==> src/verilog/fetch_bus_pkg.sv <==
////////////////////////////////////////
// Fetch bus is word wide and word aligned
////////////////////////////////////////

package fetch_bus_pkg;

    ////////////////////////////////////////
    // Widths
    ////////////////////////////////////////

    // Byte address on the program memory bus
    parameter int ADDR_W = 32;

    // One fetched word, also the decode instruction width
    parameter int WORD_W = 32;

    ////////////////////////////////////////
    // Address steps
    ////////////////////////////////////////

    // Distance between consecutive fetched words
    parameter int WORD_BYTES = 4;

    // Size of one compressed instruction
    parameter int HALF_BYTES = 2;

endpackage

==> src/verilog/rv_instr_pkg.sv <==
////////////////////////////////////////
// RV32IC parcel view of a fetched word
////////////////////////////////////////

package rv_instr_pkg;

    ////////////////////////////////////////
    // Encoding
    ////////////////////////////////////////

    // One instruction parcel
    parameter int HALF_W = 16;

    // Low opcode bits of a full-length instruction
    // Any other value marks a compressed one
    parameter logic [1:0] OPCODE_QUAD_32 = 2'b11;

    ////////////////////////////////////////
    // Fetched word
    ////////////////////////////////////////

    // Upper and lower parcel of a word, lo at the lower address
    typedef struct packed {
        logic [HALF_W-1:0] hi;
        logic [HALF_W-1:0] lo;
    } half_pair_t;

    // Same word seen whole or as two parcels
    typedef union packed {
        logic [2*HALF_W-1:0] instr;
        half_pair_t          half;
    } fetch_word_t;

endpackage

==> src/verilog/prefetch_fifo.sv <==
////////////////////////////////////////
// Push when full is ignored; almost_full at one free entry
////////////////////////////////////////

module prefetch_fifo #(
    parameter int FIFO_DEPTH = 4
) (
    input  logic                             clk,
    input  logic                             reset_n,
    input  logic                             clear,
    input  logic                             push,
    input  logic [fetch_bus_pkg::WORD_W-1:0] push_word,
    input  logic                             push_err,
    input  logic                             pop,
    output rv_instr_pkg::fetch_word_t        head_word,
    output logic                             head_err,
    output logic                             empty,
    output logic                             almost_full
);

    localparam int PTR_W = (FIFO_DEPTH > 1) ? $clog2(FIFO_DEPTH) : 1;
    localparam int CNT_W = $clog2(FIFO_DEPTH + 1);

    rv_instr_pkg::fetch_word_t word_mem [FIFO_DEPTH];
    logic                      err_mem  [FIFO_DEPTH];

    logic [PTR_W-1:0] wr_ptr;
    logic [PTR_W-1:0] rd_ptr;
    logic [CNT_W-1:0] count;
    logic             do_push;
    logic             do_pop;

    assign do_push = push & (count != CNT_W'(FIFO_DEPTH));
    assign do_pop  = pop & ~empty;

    ////////////////////////////////////////
    // Pointers and occupancy
    ////////////////////////////////////////

    always_ff @(posedge clk or negedge reset_n) begin
        if (!reset_n) begin
            wr_ptr <= '0;
            rd_ptr <= '0;
            count  <= '0;
        end else if (clear) begin
            wr_ptr <= '0;
            rd_ptr <= '0;
            count  <= '0;
        end else begin
            if (do_push) begin
                wr_ptr <= (wr_ptr == PTR_W'(FIFO_DEPTH - 1)) ? '0 : wr_ptr + 1'b1;
            end
            if (do_pop) begin
                rd_ptr <= (rd_ptr == PTR_W'(FIFO_DEPTH - 1)) ? '0 : rd_ptr + 1'b1;
            end
            case ({do_push, do_pop})
                2'b10:   count <= count + 1'b1;
                2'b01:   count <= count - 1'b1;
                default: count <= count;
            endcase
        end
    end

    // Storage
    always_ff @(posedge clk) begin
        if (do_push) begin
            word_mem[wr_ptr] <= rv_instr_pkg::fetch_word_t'(push_word);
            err_mem[wr_ptr]  <= push_err;
        end
    end

    assign head_word   = word_mem[rd_ptr];
    assign head_err    = err_mem[rd_ptr];
    assign empty       = (count == '0);
    assign almost_full = (count >= CNT_W'(FIFO_DEPTH - 1));

endmodule

==> config.mk <==
export PLATFORM = sky130hd
export DESIGN_NAME = prefetch_fifo
export DESIGN_NICKNAME = d
export VERILOG_FILES = /design/src/verilog/fetch_bus_pkg.sv /design/src/verilog/rv_instr_pkg.sv /design/src/verilog/prefetch_fifo.sv
export SDC_FILE = /design/constraint.sdc
export NUM_CORES = 1
export LEC_CHECK = 0
export CAP_MARGIN = 20
export CORE_AREA = 2 2 101 128
export DETAILED_ROUTE_END_ITERATION = 8
export DIE_AREA = 0 0 103 130
export DONT_BUFFER_PORTS = 1
export PLACE_DENSITY = 0.57
export SETUP_SLACK_MARGIN = 0.05
export SYNTH_ARGS = -nofsm -noshare
export SYNTH_HDL_FRONTEND = slang
export SYNTH_SLANG_ARGS = --single-unit
export TNS_END_PERCENT = 100
==> constraint.sdc <==
create_clock -name clk -period 2.7 [get_ports clk]
set_input_delay 0.135 -clock clk [delete_from_list [all_inputs] [get_ports clk]]
set_output_delay 0.135 -clock clk [all_outputs]
set_load 0.005 [all_outputs]
# ---- Word level (Yosys, flattened, before mapping)
# Memory sizes are Yosys's and may differ from the RTL's.
# Cells that the tools add are included.
# W data, S select, Z words.
dict set report op_classes {
  muxes 10
  reduce_logical 4
  bitwise_logic 3
  div_mod_pow 0
  n_shift 0
  mul 0
  eq_ne 5
  add_sub_neg 4
  magnitude_cmp 1
}
# operator count
set op_table {}
lappend op_table {{$mux W2} 6}
lappend op_table {{$eq A2 B2 Y1 const B} 3}
lappend op_table {{$pmux W3 S2} 1}
lappend op_table {{$add A2 B1 Y2 const B} 2}
lappend op_table {{$reduce_bool A2 Y1} 2}
lappend op_table {{$add A3 B1 Y3 const B} 1}
lappend op_table {{$ge A3 B2 Y1 const B} 1}
lappend op_table {{$logic_not A3 Y1} 1}
lappend op_table {{$mux W3} 1}
lappend op_table {{$ne A3 B3 Y1 const B} 1}
lappend op_table {{$reduce_bool A3 Y1} 1}
lappend op_table {{$sub A3 B1 Y3 const B} 1}
lappend op_table {{$and A1 B1 Y1} 2}
lappend op_table {{$eq A2 B1 Y1 const B} 1}
lappend op_table {{$mux W1} 2}
lappend op_table {{$not A1 Y1} 1}
dict set report totals {
  output_inout_bits 35
  inputBits 38
  ram_bits 132
  register_bits 7
  rom_bits 0
  memories 2
  latchBits 0
  word_cells 32
}
# name words word_bits read_ports rd_ports_with_merged_regs write_ports line_no
set mem_list {}
lappend mem_list {word_mem 4 32 1 0 1 prefetch_fifo.sv:24} ;# rv_instr_pkg::fetch_word_t word_mem [FIFO_DEPTH];
lappend mem_list {err_mem 4 1 1 0 1 prefetch_fifo.sv:25} ;# logic err_mem [FIFO_DEPTH];

# ---- Logic depth before layout (Yosys ltp)
dict set report logic_depth {
  word_depth 6
  mapped_depth 8
  depth_no_buf 7
}

# ---- Worst setup path before layout
# Ideal clock, no wire load.
dict set report synth_timing {
  kind {reg-to-reg}
  startpoint {register count[0]}
  endpoint {memory err_mem[0] (enable)}
  setup_time_ns 0.393
  path_stages_with_launch 4
  arrival_time_ns 1.613
  required_time_ns 2.307
  path_buffers 1
  slack_ns 0.694
  period_less_slack_ns 2.006
  path_cell_list {dfrtp_1 -> buf_2 -> or3b_1 -> and3_1}
}
dict set report synth_via {
  elab_chain_cells 4
}
# item line_no
set synth_lines {}
lappend synth_lines {{start: declaration} prefetch_fifo.sv:29} ;# logic [CNT_W-1:0] count;
lappend synth_lines {{start signal: assignment} prefetch_fifo.sv:57} ;# 2'b10: count <= count + 1'b1;
lappend synth_lines {{start signal: assignment} prefetch_fifo.sv:58} ;# 2'b01: count <= count - 1'b1;
lappend synth_lines {{start signal: assignment} prefetch_fifo.sv:59} ;# default: count <= count;
lappend synth_lines {{$ne A3 B3 Y1} prefetch_fifo.sv:33} ;# assign do_push = push & (count != CNT_W'(FIFO_DEPTH));
lappend synth_lines {{$and A1 B1 Y1} prefetch_fifo.sv:33}
lappend synth_lines {{$mux W1} prefetch_fifo.sv:66} ;# if (do_push) begin
lappend synth_lines {{$mux W1 (implied by the code)} prefetch_fifo.sv:68} ;# err_mem[wr_ptr] <= push_err;
lappend synth_lines {{end: declaration} prefetch_fifo.sv:25}
# Every way passes these cells.

# ---- Worst setup path in the final report
dict set report layout_timing {
  startpoint {register count[0]}
  endpoint {register count[1]}
}
dict set report layout_via {
  elab_chain_cells 6
  elab_cells_between_ends 12
  cone_classes {2 x add/sub; 3 x eq/ne; 2 x mux; 3 x bitwise; 2 x reduce/logical}
}
# item line_no
set layout_lines {}
lappend layout_lines {{$logic_not A3 Y1} prefetch_fifo.sv:74} ;# assign empty = (count == '0);
lappend layout_lines {{$not A1 Y1} prefetch_fifo.sv:34} ;# assign do_pop = pop & ~empty;
lappend layout_lines {{$and A1 B1 Y1} prefetch_fifo.sv:34}
lappend layout_lines {{$eq A2 B1 Y1 / $eq A2 B2 Y1 (equally long branches)} prefetch_fifo.sv:56} ;# case ({do_push, do_pop})
lappend layout_lines {{$pmux W3 S2} prefetch_fifo.sv:56}
lappend layout_lines {{$mux W3} prefetch_fifo.sv:45} ;# end else if (clear) begin
# Parallel ways exist; a longest one is shown, timed or not.
# A chain may end at the register's enable or synchronous reset.

==> impl_metrics.yaml <==
outcome:
  status: "complete, no violations"
logic_synthesis:
  yosysUniqueCellTypes: 39
  syn_avg_cell_area_um2: 22.2
  synth-warning-count: 0
  yosysSeqAreaShare_pct: 76.8
  postSynthCellCount: 243
  synth_area_um2: 5390
  synth-seq-cells: 139
  syn_nets: 287
power:
  powerDensity_nw_per_um2: 838
  power_mw: 5.48
  peakVddDrop_v: 0.000411
  leakagePower_nw: 2.14
floorplan:
  rows: 46
  die_x_um: 103
  start_util_pct: 43.8
  core_area_um2: 12300
  io-pin-count: 73
  die_h_um: 130
  die-area_um2: 13400
setup_path:
  cpPeakStageDelay_ns: 0.53
  startpoint_type: "flop"
  cp.buffers_inverters: 0
  cp_cell_sequence: "o31ai_1 > a21oi_1 > fa_1 > o21ai_0 > a2111oi_2"
  worstSetupPathType: "flop to flop"
  endpoint_kind: "flop"
  critPathMaxFanout: 13
  required_ns: 3.00
  cp_top_family: "compound AO/OA/AOI/OAI gates"
  critPathArrivalTime_ns: 2.56
  slowest_stage: "o31ai_1"
flow_run:
  cap_viol_max_count: 0
placement:
  port_buffers: 0
  gp_congestion: 0.688
  place_ws_ns: 0.417
  postPlaceCellArea_um2: 5530
  place_hpwl_mm: 5.31
detailed_routing:
  drt_wl_total_mm: 9.20
  wl_per_cell_um: 19.6
  vias_per_cell: 5.24
  drc: 0
  drt_iter0_markers: 89
  vias: 2462
  ant_nets: 0
  firstDrtPassIters: 4
timing:
  finalCritPeriodShare_pct: 83.7
  rsz0062_at_grt: "false"
  final_max_slew_viol_count: 0
  finalClockSkew_ns: 0.00519
  maxSlewHeadroom_pct: 39.1
  timing.hold.ws_ns: 0.0217
  fin_ws_ns: 0.440
  fmax_mhz: 442
  tightest_slew_ns: 0.914
  period_minus_slack_ns: 2.26
  fin_setup_tns_ns: 0
  setup_viol: 0
  timing.final.hold_violations: 0
global_route:
  grt_overflow_total: 0
  grt_pass1_wl_mm: 14.2
  grt_usage_pct: 14.8
  grt_pass1_vias: 2672
  grt_max_degree: 37
  antenna_found_initial: 0
clocking:
  cts_made_buffers: 17
  cts_buffer_depth: 2
  cts_root_buffer: "clkbuf_16"
  cts.repair.resized: 0
  clk_pin_slew_ns: 0.06
  cts_tree: "built"
  htreeDepth: 4
  cts_sinks: 139
  clk_latency_ns: 0.41
layout:
  fin_nets: 333
  layout_commonest_cell: "edfxtp_1"
  area_delta_synth_final_pct: 21.4
  n_antenna_cell: 0
  layout.cells.most_common_list: "132 x edfxtp_1, 39 x dlygate4sd3_1, 33 x mux4_2, 17 x clkbuf_16"
  drive_above_1_share_pct: 24.8
  postLayoutCellArea_um2: 6550
min_path:
  hold_path_class: "input port to flop"
==> report_power, final <==
part	leakage, nW	switching (mW)	internal, mW	total, mW
clock network	0.299	0.852	1.54	2.40
logic	0.536	0.268	0.258	0.527
registers	1.30	0.0607	2.50	2.56
total	2.14	1.18	4.30	5.48
==> metal layers <==
| metal | vias up | share of wire, % | GRT usage [%] |
|---|---|---|---|
| li1 | 1109 | - | - |
| met1 | 1293 | 41 | 17.2 |
| met2 | 49 | 53 | 24.8 |
| met3 | 11 | 4.4 | 4.87 |
| met4 | 0 | 1.8 | 6.73 |
| met5 | - | 0 | 0 |
==> path summary, 6_finish.rpt <==
path / from / end / slack (ns) / cells past startpoint
hold reg to reg: wr_ptr[0] / wr_ptr[0] / 0.64 / 2
hold / removal: push / count[1] / 0.02 / 2
min in group asynchronous: reset_n / count[0] / 0.07 / 1
setup / recovery: count[0] / count[1] / 0.44 / 5
setup reg to reg: count[0] / count[1] / 0.44 / 5
max in group asynchronous: reset_n / rd_ptr[1] / 2.34 / 1
==> registers in the layout, summed over array words and instances (netlist names) <==
signal,flops
err_mem,4
rd_ptr,2
count,3
word_mem,128
wr_ptr,2
==> timing repair <==
action,in CTS,in global routing
buffers inserted,0,0
hold buffers,39,0
endpoints found under the hold margin,146,0
==> through the flow <==
stage	std cells	util [%]
after floorplan	243	-
after global placement	399	44.9
after detailed placement	399	44.9
after CTS	470	53.1
after global routing	470	53.1
final	470	53.1
==> logic make-up (layout without fill, tap and decap cells) <==
logic type	Yosys count	in the layout	share of synthesized area, %
muxes	34	34	14.0
xor gates and xnor gates	1	1	0.162
and+or+nand+nor	24	24	2.58
adders and majority gates	6	6	1.53
DFF	139	139	76.8
AOI/OAI and AO/OA	21	21	2.74
buffers and inverters	18	77	2.27
==> final cells by class <==
| type | instances | area, µm² |
|---|---|---|
| fill | 1002 | 5770 |
| timing repair buffer | 41 | 418 |
| multi-input combinational | 86 | 1140 |
| sequential | 139 | 4140 |
| tap | 168 | 210 |
| clock inverter | 15 | 198 |
| inverter | 4 | 17.5 |
| clock buffer | 17 | 425 |
==> Yosys cell counts <==
master,number,area [µm²]
dfrtp_1,7,175
o21bai_1,1,7.51
or3_1,1,6.26
fa_1,1,20.0
o21ai_0,4,20.0
a2111oi_2,1,15.0
buf_2,6,30.0
ha_1,5,62.6
inv_1,3,11.3
nor3b_1,1,7.51
a22o_1,1,8.76
edfxtp_1,132,3960
or4_1,1,7.51
mux2i_1,1,10.0
buf_6,5,56.3
o31ai_1,1,7.51
nand2_1,2,7.51
buf_4,2,15.0
a21oi_1,5,25.0
or2b_1,1,7.51
and3_1,4,25.0
nand3b_1,1,7.51
nand2b_1,1,6.26
mux4_2,33,743
and2_1,1,6.26
o2bb2ai_1,1,8.76
inv_4,1,6.26
a41oi_1,1,8.76
and3b_1,1,8.76
or3b_1,1,8.76
clkbuf_1,1,3.75
a21o_1,2,15.0
a21boi_0,2,15.0
nand3_1,3,15.0
nor2_1,4,15.0
o221ai_1,1,8.76
a211oi_1,1,7.51
nor3_1,2,10.0
xor2_1,1,8.76
Note: power is estimated with default switching activity, not from simulation.
